==> config.mk <==
export PLATFORM = sky130hd
export DESIGN_NAME = llc_evict_table
export DESIGN_NICKNAME = d
export VERILOG_FILES = /design/src/hdl/llc_mem_pkg.sv /design/src/hdl/llc_evict_table.sv
export SDC_FILE = /design/constraint.sdc
export NUM_CORES = 1
export LEC_CHECK = 0
export ABC_AREA = 1
export ABC_CLOCK_PERIOD_IN_PS = 3500
export BUFFER_PORTS_ARGS = -buffer_cell sky130_fd_sc_hd__buf_4
export CORE_UTILIZATION = 62
export DETAILED_ROUTE_END_ITERATION = 8
export GPL_ROUTABILITY_DRIVEN = 0
export PLACE_DENSITY = 0.8
export SLEW_MARGIN = 30
export SYNTH_ARGS = -nofsm -noshare
export SYNTH_HDL_FRONTEND = slang
export SYNTH_SLANG_ARGS = --single-unit
==> constraint.sdc <==
create_clock -name clk -period 3.5 [get_ports clk]
set_clock_uncertainty 0.2 [all_clocks]
set_input_delay 0.525 -clock clk [delete_from_list [all_inputs] [get_ports clk]]
set_output_delay 0.525 -clock clk [all_outputs]
set_load 0.02 [all_outputs]
==> src/hdl/llc_mem_pkg.sv <==
// llc local memory package
// cache geometry, field types and the packed metadata layout
package llc_mem_pkg;

    // geometry
    localparam int llc_ways           = 4;
    localparam int llc_sets           = 32;
    localparam int llc_set_bits       = 5;
    localparam int llc_banks          = 2;
    localparam int llc_bank_words     = 16;
    localparam int llc_bank_addr_bits = 4;

    // field widths
    localparam int llc_tag_bits   = 10;
    localparam int llc_owner_bits = 2;
    localparam int llc_state_bits = 3;
    localparam int llc_line_bits  = 64;
    localparam int llc_meta_bits  = 17;

    // metadata word layout, tag in the low bits
    localparam int meta_tag_lo    = 0;
    localparam int meta_tag_hi    = 9;
    localparam int meta_owner_lo  = 10;
    localparam int meta_owner_hi  = 11;
    localparam int meta_state_lo  = 12;
    localparam int meta_state_hi  = 14;
    localparam int meta_dirty_pos = 15;
    localparam int meta_hprot_pos = 16;

    typedef logic [llc_set_bits-1:0]       llc_set_t;
    typedef logic [$clog2(llc_ways)-1:0]   llc_way_t;
    typedef logic [llc_tag_bits-1:0]       llc_tag_t;
    typedef logic [llc_owner_bits-1:0]     llc_owner_t;
    typedef logic [llc_state_bits-1:0]     llc_state_t;
    typedef logic [llc_line_bits-1:0]      line_t;
    typedef logic [llc_meta_bits-1:0]      meta_word_t;

    // one bit per way
    typedef logic [llc_ways-1:0]           way_mask_t;

endpackage

==> src/hdl/llc_evict_table.sv <==
// llc evict-way table
// one way pointer per set in flops, cleared on reset, read every cycle
`timescale 1ns/100ps

module llc_evict_table (
    input  logic                  clk,
    input  logic                  rst,
    input  logic                  wr_evict_en_i,
    input  llc_mem_pkg::llc_set_t set_i,
    input  llc_mem_pkg::llc_way_t wr_evict_way_i,
    output llc_mem_pkg::llc_way_t rd_evict_way_o
);
    import llc_mem_pkg::*;

    llc_way_t evict_way_q [llc_sets];

    // a write shows up on the read one edge later
    always_ff @(posedge clk or negedge rst) begin
        if (!rst) begin
            for (int s = 0; s < llc_sets; s++) begin
                evict_way_q[s] <= '0;
            end
            rd_evict_way_o <= '0;
        end else begin
            if (wr_evict_en_i) begin
                evict_way_q[set_i] <= wr_evict_way_i;
            end
            rd_evict_way_o <= evict_way_q[set_i];
        end
    end

endmodule

==> key figures, run 1 <==
Synthesis
  • Synthesis warning total: 0
  • Share of the synthesized area in the top cell type: 51.0%
  • Post-synthesis cell type count: 18
  • Mapped Nets: 455
  • Cell area after synthesis: 3240 um2
  • Mean Syn Cell Area: 7.27 um2
  • Yosys top cell by area: dfrtp_1
  • Sequential area share after synthesis: 51.0%
  • Synth top area cells: dfrtp_1, nand2_1, o21ai_0
  • Cells after Synth: 445
  • Synth Register Bits: 66

Timing
  • Setup_tns: 0 ns
  • Final Max Slew Viols: 0
  • Worst slew pin tran: 0.982 ns
  • Endpoints failing setup: 0
  • Maximum clock frequency: 0.474 GHz
  • RSZ-0062 raised after global routing: false
  • Crit path time final: 2.11 ns
  • Max_slew headroom: 34.4%
  • Final Hold Fails: 0
  • Final setup margin: 1.39 ns
  • Worst hold slack: 0.0760 ns
  • Period Utilization, post-route: 60.3%

Power and ir drop
  • Psw: 0.563 mW
  • Clock share of power: 33.0%
  • Sequential fraction of design power: 50.3%
  • P per Cell Area: 561 nW/um2
  • Combinational share of power: 16.7%
  • P_int: 1.42 mW
  • Leak: 1.84 nW
  • Sw frac: 28.4%
  • Max VDD drop: 0.364 mV

Layout
  • # diodes: 0
  • Post-Route Utilization: 72.5%
  • Final Net Count: 461
  • Final cell count without fillers: 522
  • Layout cells sized above 1: 7.91%
  • P&R area growth vs syn: 9.24%

Routing
  • Via count: 2780
  • DRT Pass-1 Iters: 5
  • Via density: 5.33
  • Initial DRC Count: 195
  • Post-route ant nets: 0
  • Post-Route WL: 7370 um
  • Drt drc: 0
  • DR WL/cell: 14.1 um

Floorplanning
  • # rows: 25
  • Starting density of the core: 66.3%
  • Num ports: 12
  • Die height: 74.3 um
  • Die W: 74.3 um
  • Core area: 4880 um2
  • Die ar.: 5510 um2

Status
  • Status: finished, final reports clean

Global route
  • Tot GR Track Use: 30.4%
  • Largest net degree at the start of global routing: 67
  • Met3 global-route usage: 4.88%
  • Met2 Usage GRT: 49.4%
  • Global-route wire length before repair: 12400 um
  • Total gr overflow: 0
  • M1 GR Usage: 40.3%
  • GR peak layer: met2
  • Antenna violations before repair: 0
  • Vias in the first global route: 2648

CTS
  • Num CTS Buffers: 9
  • Buffer depth of the longest clock path: 2
  • Post-CTS setup buffers: 0
  • CTS H-tree depth: 3
  • Post-CTS Hold Buffers: 0
  • Resize count post-CTS: 0
  • TritonCTS clock tree: done
  • Clk_lat worst skew: 0.34 ns
  • Clock Pin Slew Worst Setup and Hold Paths: 0.07 ns
  • # clock sinks: 66
  • Clk root buf: clkbuf_8

Worst setup path
  • Reg2Reg Setup Slack: 2.20 ns
  • Worst Path Required: 3.46 ns
  • Worst r2r src: evict_way_q[37]$_DFFE_PN0P_
  • Reg2Reg Depth: 8
  • Critical Setup Path Class: input pin to flop
  • Reg-to-reg critical path endpoint: rd_evict_way_o[1]$_DFF_PN0_
  • Critical Path AT: 2.07 ns
  • CP endpoint kind: flop
  • Worst Setup Start Kind: input pin
  • CP Max Fanout: 40

Place
  • Final HPWL DP: 4810 um
  • Setup WS pre-CTS: 1.10 ns
  • Port Buf Inserts: 11
  • Cell total after placement: 507

Min path
  • Worst hold path class: input pin to asynchronous set/reset pin

Flow run
  • Max-cap violations: 0
kinds of logic after synthesis:
| family | synth area share (%) |
|---|---|
| AOI/OAI and AO/OA | 10.5 |
| buffers and inverters | 4.41 |
| and+or+nand+nor | 34.1 |
| DFF | 51.0 |
cell type report:
cell class / instances / area, um2
inverter: 17 / 63.8
multi-input combinational: 345 / 1440
sequential: 66 / 1650
tap: 67 / 83.8
clock buffer: 13 / 169
timing repair buffer: 12 / 90.1
fill: 425 / 1340
clock inverter: 2 / 35.0
through the flow:
step	total power, mW	cell area (um2)
2_1_floorplan	1.23	3240
3_3_place_gp	1.32	3330
3_5_place_dp	1.34	3330
4_1_cts	1.99	3540
5_1_grt	2.09	3540
6_report	1.98	3540
layout by cell type, fill, tap and decap left out, drive strengths merged:
| master | synthesis | final |
|---|---|---|
| nand2 | 247 | 247 |
| dfrtp | 66 | 66 |
| o21ai | 60 | 60 |
| nor2 | 21 | 21 |
| inv | 16 | 16 |
| clkbuf | 10 | 13 |
| buf | 7 | 12 |
| a21oi | 8 | 8 |
| nor3 | 4 | 4 |
| nand3 | 4 | 4 |
| clkinv | 1 | 2 |
| nor3b | 1 | 1 |
| bufinv | 0 | 1 |
power by group through the flow:
stage	Combinational, mW	Sequential (mW)	Clock, mW
global placement	0.315	1.00	0
floorplan	0.243	0.984	0
detailed placement	0.331	1.01	0
CTS	0.334	0.998	0.660
global route	0.390	1.01	0.690
finish	0.331	0.999	0.654
cells in the mapped netlist:
cell type and number:
nor3b_2 1, buf_2 3, dfrtp_1 66, clkbuf_1 10, nand3_1 3, o21ai_0 51, inv_2 4, nor2_1 21
nor3_4 3, nand3_2 1, inv_1 12, a21oi_1 8, o21ai_1 9, buf_1 1, buf_4 3, clkinv_1 1
nand2_1 247, nor3_2 1
sequential cells by signal, indices dropped and copies added (netlist names):
name and count:
rd_evict_way_o 2, evict_way_q 64
worst max path at each step:
stage	cells past startpoint	end	startpoint	slack (ns)
2_1_floorplan	5	evict_way_q[48]$_DFFE_PN0P_	set_i[2]	1.92
3_3_place_gp	8	evict_way_q[36]$_DFFE_PN0P_	set_i[0]	1.17
3_5_place_dp	8	evict_way_q[37]$_DFFE_PN0P_	set_i[0]	1.10
4_1_cts	8	evict_way_q[37]$_DFFE_PN0P_	set_i[0]	1.44
5_1_grt	8	evict_way_q[20]$_DFFE_PN0P_	set_i[0]	1.28
6_report	8	evict_way_q[37]$_DFFE_PN0P_	set_i[0]	1.39
metal layers:
metal	part of all wire (%)	vias up	wire length [um]
li1	-	1408	-
met1	46	1284	3420
met2	48	75	3510
met3	4.2	13	308
met4	1.7	0	128
met5	0	-	0
critical path, stage by stage:
cell	delay (ns)
buf_4	0.34
inv_2	0.31
nor2_1	0.15
nand2_1	0.07
inv_1	0.30
nand2_1	0.18
nand2_1	0.08
o21ai_0	0.09
Power figures use the tool's default switching activity.
==> inputs of run 2 (changes only) <==
--- a/config.mk
+++ b/config.mk
@@ -5,13 +5,13 @@
 export SDC_FILE = /design/constraint.sdc
 export NUM_CORES = 1
 export LEC_CHECK = 0
-export ABC_AREA = 1
-export ABC_CLOCK_PERIOD_IN_PS = 3500
+export ABC_AREA = 0
+export ABC_CLOCK_PERIOD_IN_PS = 1800
 export BUFFER_PORTS_ARGS = -buffer_cell sky130_fd_sc_hd__buf_4
-export CORE_UTILIZATION = 62
+export CORE_UTILIZATION = 55
 export DETAILED_ROUTE_END_ITERATION = 8
 export GPL_ROUTABILITY_DRIVEN = 0
-export PLACE_DENSITY = 0.8
+export PLACE_DENSITY = 0.75
 export SLEW_MARGIN = 30
 export SYNTH_ARGS = -nofsm -noshare
 export SYNTH_HDL_FRONTEND = slang
==> constraint.sdc (replaced) <==
create_clock -name clk -period 1.8 [get_ports clk]
set_clock_uncertainty 0.2 [all_clocks]
set_input_delay 0.27 -clock clk [delete_from_list [all_inputs] [get_ports clk]]
set_output_delay 0.27 -clock clk [all_outputs]
set_load 0.02 [all_outputs]
==> run 2 against run 1 <==
Net effect:
- total power up 100%
- critical path depth decreased by 4
- sequential power up 92%
- synthesized cell count is 40% lower
- register-to-register slack worse by 2.2 ns
- clock power up 110%
- utilization shrank 4.8 points
- critical path type is now flop to flop
- critical endpoint is now rd_evict_way_o[0]$_DFF_PN0_
==> key figures, run 2 <==
Status
  • Status: finished, final reports clean

Synthesis
  • Post-synth ARST share: 100% (unchanged)
  • Synthesis warning total: 0 (unchanged)
  • Sequential area share after synthesis: 49.6% (-1.4 points)
  • Cells after Synth: 268 (-40%)
  • Share of the synthesized area in the top cell type: 49.6% (-1.4 points)
  • Synth top area cells: dfrtp_1, mux2_2, mux2i_1
  • Post-synthesis cell type count: 32 (+14)
  • Post-synth EDFFs: 0 (unchanged)
  • Synth cell count leaders: mux2_2, dfrtp_1, mux2i_1, nor2_1, nand2_1
  • Yosys top cell by area: dfrtp_1
  • Most common flop cell mapped by yosys: dfrtp_1
  • Count leader, synth: mux2_2
  • Synth Register Bits: 66 (unchanged)
  • Mean Syn Cell Area: 12.4 um2 (+71%)
  • Cell area after synthesis: 3330 um2 (+2.8%)
  • Mapped Nets: 278 (-39%)

Power and ir drop
  • Sequential fraction of design power: 48.1% (-2.2 points)
  • Sw frac: 25.1% (-3.3 points)
  • Leak: 1.74 nW (-5.5%)
  • Combinational share of power: 17.5% (+0.8 points)
  • Psw: 1.00 mW (+78%)
  • Max VDD drop: 0.677 mV (+86%)
  • Clock share of power: 34.4% (+1.4 points)
  • Tot Pwr: 3.99 mW (+100%)
  • P_int: 2.99 mW (+110%)
  • P per Cell Area: 1040 nW/um2 (+85%)

Layout
  • # diodes: 0 (unchanged)
  • P&R area growth vs syn: 15.4%
  • Final Net Count: 310 (-33%)
  • Biggest register: evict_way_q
  • Fill cells: 420 (-1.2%)
  • Layout cells sized above 1: 43.3% (+35 points)
  • Max FFs per register: 64 (unchanged)
  • Most frequent cells in the layout: mux2_2, dfrtp_1, buf_4, mux2i_1, nor2_1
  • Largest regs: evict_way_q x64, rd_evict_way_o x2
  • Most common cell after layout, fill and taps aside: mux2_2

Floorplanning
  • # rows: 27 (+8.0%)
  • Die height: 79.8 um (+7.4%)
  • Num ports: 12 (unchanged)
  • Core area: 5680 um2 (+16%)
  • Die ar.: 6360 um2 (+15%)
  • Starting density of the core: 58.6% (-7.7 points)
  • Die W: 79.8 um (+7.4%)

Timing
  • Final Max Slew Viols: 0 (unchanged)
  • Max_slew headroom: 60.8% (+26 points)
  • Maximum clock frequency: 0.563 GHz
  • Period Utilization, post-route: 98.6%
  • Final setup margin: 0.0251 ns (-1.36 ns)
  • Crit path time final: 1.77 ns
  • RSZ-0062 raised after global routing: true
  • Final Hold Fails: 0 (unchanged)
  • Worst slew pin tran: 0.586 ns (-0.396 ns)
  • Endpoints failing setup: 0 (unchanged)

Worst setup path
  • Critical Setup Path Class: flop to flop
  • Worst Path Required: 1.79 ns (-1.67 ns)
  • Worst Setup Start Kind: flop
  • CP endpoint kind: flop
  • Critical Path AT: 1.76 ns (-0.31 ns)
  • CP Max Fanout: 2 (-95%)
  • Reg2Reg Setup Slack: 0.03 ns (-2.17 ns)

CTS
  • Buffer depth of the longest clock path: 2 (unchanged)
  • # clock sinks: 66 (unchanged)
  • CTS H-tree depth: 3 (unchanged)
  • Resize count post-CTS: 0 (unchanged)
  • TritonCTS clock tree: done
  • Clk root buf: clkbuf_8
  • Num CTS Buffers: 9 (unchanged)
  • Post-CTS setup buffers: 0 (unchanged)
  • Clock Pin Slew Worst Setup and Hold Paths: 0.07 ns (about the same)
  • Clk_lat worst skew: 0.34 ns (about the same)

Routing
  • Initial DRC Count: 138 (-29%)
  • Post-route ant nets: 0 (unchanged)
  • DR WL/cell: 18.5 um (+31%)
  • Via density: 6.01 (+13%)
  • Via count: 2266 (-18%)
  • Drt drc: 0 (unchanged)
  • Post-Route WL: 6960 um (-5.5%)
  • DRT Pass-1 Iters: 4 (-1)

Flow run
  • Max-cap violations: 0 (unchanged)

Global route
  • Global-route wire length before repair: 11300 um (-8.8%)
  • Tot GR Track Use: 24.5% (-5.9 points)
  • Total gr overflow: 0 (unchanged)
  • Antenna violations before repair: 0 (unchanged)
  • Largest net degree at the start of global routing: 33 (-51%)
  • Vias in the first global route: 2308 (-13%)

Place
  • Port Buf Inserts: 11 (unchanged)
  • Setup WS pre-CTS: -0.150 ns (-1.25 ns)
  • Final HPWL DP: 5020 um (+4.5%)

Min path
  • Worst hold path class: input pin to asynchronous set/reset pin
-- run 2: area by class of cell --
class,instances,area (um2),area share [%]
multi-input cells,186,1580,41.1
clock buffers,11,141,3.68
repair buffers,36,298,7.75
flip-flops and latches,66,1650,43.0
inverters,1,3.75,0.0978
clock inverters,5,77.6,2.02
well taps,72,90.1,2.35
-- run 2: worst max-delay path, stage by stage (launching register included) --
cell      delay (ns)
dfrtp_1         0.38
mux2_2          0.27
a222oi_1        0.40
and3_1          0.22
o221ai_1        0.15
-- run 2: worst paths after layout --
| kind | start | endpoint | depth (start not counted) |
|---|---|---|---|
| max | evict_way_q[24]$_DFFE_PN0P_ | rd_evict_way_o[0]$_DFF_PN0_ | 4 |
| min | rst | evict_way_q[48]$_DFFE_PN0P_ | 2 |
| max reg2reg | evict_way_q[24]$_DFFE_PN0P_ | rd_evict_way_o[0]$_DFF_PN0_ | 4 |
| min reg2reg | evict_way_q[27]$_DFFE_PN0P_ | evict_way_q[27]$_DFFE_PN0P_ | 1 |
| max in group asynchronous | rst | evict_way_q[0]$_DFFE_PN0P_ | 3 |
| min in group clk | set_i[4] | rd_evict_way_o[1]$_DFF_PN0_ | 4 |
-- run 2: power groups by stage --
stage | sequential, mW | combinational [mW] | clock, mW
floorplan | 1.90 | 0.500 | 0
global placement | 1.93 | 0.676 | 0
detailed placement | 1.95 | 0.701 | 0
CTS | 1.92 | 0.705 | 1.39
global route | 1.95 | 0.762 | 1.44
finish | 1.92 | 0.699 | 1.37
-- run 2: per-stage QoR --
stage | cells | hold slack, ns | cell area, um2 | TNS, ns | utilization (%)
2_1_floorplan | 268 | -0.226 | 3330 | 0 | -
3_3_place_gp | 360 | -0.0232 | 3610 | -2.04 | 63.6
3_5_place_dp | 360 | -0.0225 | 3610 | -2.48 | 63.6
4_1_cts | 377 | 0.151 | 3840 | 0 | 67.7
5_1_grt | 377 | 0.178 | 3840 | -0.0132 | 67.7
6_report | 377 | 0.150 | 3840 | 0 | 67.7
-- run 2: kinds of logic (layout without fill, tap and decap cells) --
| group | Yosys count | after routing | share of synthesized area [%] |
|---|---|---|---|
| muxes | 96 | 96 | 31.9 |
| AOI/OAI and AO/OA | 20 | 20 | 5.15 |
| buffers and inverters | 16 | 53 | 2.93 |
| DFF | 66 | 66 | 49.6 |
| and+or+nand+nor | 70 | 70 | 10.4 |
-- run 2: per-layer routing --
metal / vias up / GRT usage [%] / wire length, um
met5: - / 4.55 / 0
met4: 0 / 12.5 / 175
met3: 18 / 4.46 / 225
met2: 55 / 39.1 / 3380
met1: 1149 / 31.4 / 3180
li1: 1044 / - / -
-- run 2: timing repair --
item                                    4_1_cts  5_1_grt
endpoints found under the hold margin        66        0
hold buffers                                  1        0
endpoints found under the setup margin        0        2
==> inputs of run 3 (changes only) <==
--- a/config.mk
+++ b/config.mk
@@ -8,10 +8,12 @@
 export ABC_AREA = 0
 export ABC_CLOCK_PERIOD_IN_PS = 1800
 export BUFFER_PORTS_ARGS = -buffer_cell sky130_fd_sc_hd__buf_4
-export CORE_UTILIZATION = 55
+export CELL_PAD_IN_SITES_DETAIL_PLACEMENT = 1
+export CELL_PAD_IN_SITES_GLOBAL_PLACEMENT = 1
+export CORE_UTILIZATION = 46
 export DETAILED_ROUTE_END_ITERATION = 8
 export GPL_ROUTABILITY_DRIVEN = 0
-export PLACE_DENSITY = 0.75
+export PLACE_DENSITY_LB_ADDON = 0.1
 export SLEW_MARGIN = 30
 export SYNTH_ARGS = -nofsm -noshare
 export SYNTH_HDL_FRONTEND = slang
==> run 3 against run 2 <==
Net effect:
- sequential cell count did not move
- worst hold slack improved by 0.081 ns
- via count rose by 0.26%
- fmax rose by 1.0%
- highest routed layer unchanged
==> key figures, run 3 (synthesis gave the netlist of run 2 again) <==
Layout
  • Largest regs: evict_way_q x64, rd_evict_way_o x2
  • P&R area growth vs syn: 17.6%
  • Final Net Count: 318 (+2.6%)
  • # diodes: 0 (unchanged)
  • Most common cell after layout, fill and taps aside: mux2_2
  • Most frequent cells in the layout: mux2_2, dfrtp_1, buf_4, mux2i_1, nor2_1
  • Fill cells: 742 (+77%)
  • Biggest register: evict_way_q
  • Layout cells sized above 1: 44.6% (+1.3 points)
  • Max FFs per register: 64 (unchanged)
  • Post-Route Utilization: 56.6% (-11 points)

Floorplanning
  • Num ports: 12 (unchanged)
  • Die height: 87.0 um (+9.1%)
  • Die W: 87.0 um (+9.1%)
  • Starting density of the core: 48.2% (-10 points)
  • # rows: 30 (+11%)
  • Core area: 6910 um2 (+22%)
  • Die ar.: 7580 um2 (+19%)

Flow run
  • Max-cap violations: 0 (unchanged)

Place
  • Final HPWL DP: 5710 um (+14%)
  • Setup WS pre-CTS: -0.232 ns (-0.0827 ns)
  • Port Buf Inserts: 11 (unchanged)

Worst setup path
  • Critical Path AT: 1.76 ns (about the same)
  • Worst Path Required: 1.80 ns (about the same)
  • Worst r2r src: evict_way_q[12]$_DFFE_PN0P_
  • Reg2Reg Setup Slack: 0.04 ns (+0.02 ns)
  • Crit path buffers/inverters: 0 (unchanged)
  • CP Max Fanout: 2 (unchanged)
  • Worst Setup Start Kind: flop
  • CP delay by family, top: compound AO/OA/AOI/OAI gates
  • Reg2Reg Depth: 4 (unchanged)
  • Crit-path slowest cell: a222oi_1
  • CP endpoint kind: flop
  • Crit. Startpoint: evict_way_q[12]$_DFFE_PN0P_
  • Reg-to-reg critical path endpoint: rd_evict_way_o[0]$_DFF_PN0_
  • CP max stage delay: 0.40 ns (about the same)
  • Crit path cell chain: mux2_4 > a222oi_1 > and3_1 > o221ai_2
  • Critical Setup Path Class: flop to flop

Timing
  • Final Max Slew Viols: 0 (unchanged)
  • Maximum clock frequency: 0.569 GHz (+1.0%)
  • Final Hold Fails: 0 (unchanged)
  • Crit path time final: 1.76 ns (-0.0179 ns)
  • Max_slew headroom: 65.9% (+5.0 points)
  • Endpoints failing setup: 0 (unchanged)
  • Worst slew pin tran: 0.512 ns (-0.0745 ns)
  • Worst hold slack: 0.231 ns (+0.0814 ns)
  • Final setup margin: 0.0429 ns (+0.0179 ns)
  • Setup_tns: 0 ns (unchanged)
  • RSZ-0062 raised after global routing: true
  • Period Utilization, post-route: 97.6% (-0.99 points)

CTS
  • Clk_lat worst skew: 0.34 ns (about the same)
  • CTS H-tree depth: 3 (unchanged)
  • TritonCTS clock tree: done
  • Num CTS Buffers: 9 (unchanged)
  • Clk root buf: clkbuf_8
  • Clock Pin Slew Worst Setup and Hold Paths: 0.07 ns (about the same)
  • # clock sinks: 66 (unchanged)
  • Buffer depth of the longest clock path: 2 (unchanged)

Power and ir drop
  • Leak: 1.77 nW (+1.5%)
  • Max VDD drop: 0.505 mV (-25%)
  • P per Cell Area: 1020 nW/um2 (-2.0%)

Status
  • Status: finished, final reports clean

Min path
  • Worst hold path class: input pin to asynchronous set/reset pin

Routing
  • Via count: 2272 (+0.26%)
  • DRT Pass-1 Iters: 4 (unchanged)
  • Post-route ant nets: 0 (unchanged)
  • DR WL/cell: 19.6 um (+6.2%)
  • Post-Route WL: 8000 um (+15%)
  • Initial DRC Count: 106 (-23%)
  • Via density: 5.57 (-7.4%)
  • Drt drc: 0 (unchanged)

Global route
  • Largest net degree at the start of global routing: 38 (+15%)
  • Tot GR Track Use: 24.1% (-0.39 points)
  • Antenna violations before repair: 0 (unchanged)
  • Global-route wire length before repair: 13400 um (+18%)
  • Total gr overflow: 0 (unchanged)
  • Vias in the first global route: 2496 (+8.1%)
run 3: cell types whose count changed in the layout (fill, tap and decap cells not counted), sizes merged:
cell      previous run  this run
buf                 35        43
clkbuf              11        12
clkinv               2         1
clkinvlp             1         0
run 3: worst max-delay path by stage:
stage	end	slack [ns]	cells past startpoint
floorplan	evict_way_q[7]$_DFFE_PN0P_	0.11	4
global placement	rd_evict_way_o[0]$_DFF_PN0_	-0.13	7
global route	rd_evict_way_o[0]$_DFF_PN0_	-0.05	4
finish	rd_evict_way_o[0]$_DFF_PN0_	0.04	4
detailed placement	rd_evict_way_o[0]$_DFF_PN0_	-0.23	5
CTS	rd_evict_way_o[0]$_DFF_PN0_	0.01	4
run 3: per-stage QoR:
step | instances | cell area, um2 | total power [mW]
after floorplan | 268 | 3330 | 2.40
after global placement | 390 | 3670 | 2.64
after detailed placement | 390 | 3670 | 2.67
after CTS | 406 | 3880 | 4.00
after global routing | 408 | 3910 | 4.16
final | 408 | 3910 | 3.98
run 3: timing repair:
item / 4_1_cts / 5_1_grt
setup buffers: 0 / 2
endpoints found under the setup margin: 0 / 2
endpoints found under the hold margin: 36 / 0
hold buffers: 1 / 0
resized for setup: 0 / 3
run 3: final cells by class:
cell class	count	area [um2]	area share, %
multi-input combinational	186	1590	40.7
sequential	66	1650	42.2
clock inverter	3	65.1	1.66
tap	96	120	3.07
clock buffer	12	135	3.45
inverter	1	3.75	0.0959
timing repair buffer	44	345	8.83
run 3: report_power, final:
group	leakage, nW	switching (mW)	internal, mW
Clock	0.100	0.546	0.772
Sequential	0.841	0.152	1.77
Combinational	0.824	0.319	0.421
Total	1.77	1.02	2.96
run 3: worst reg2reg max path, stage by stage (launching register included):
cell and delay [ns]:
dfrtp_1 0.39, mux2_4 0.28, a222oi_1 0.40, and3_1 0.24
o221ai_2 0.11
run 3: layer usage:
metal	vias up	global-route usage (%)	wire, um
met3	14	3.41	154
met4	0	9.55	138
met5	-	0	0
met1	1175	33.3	3860
met2	27	38.2	3840
li1	1056	-	-
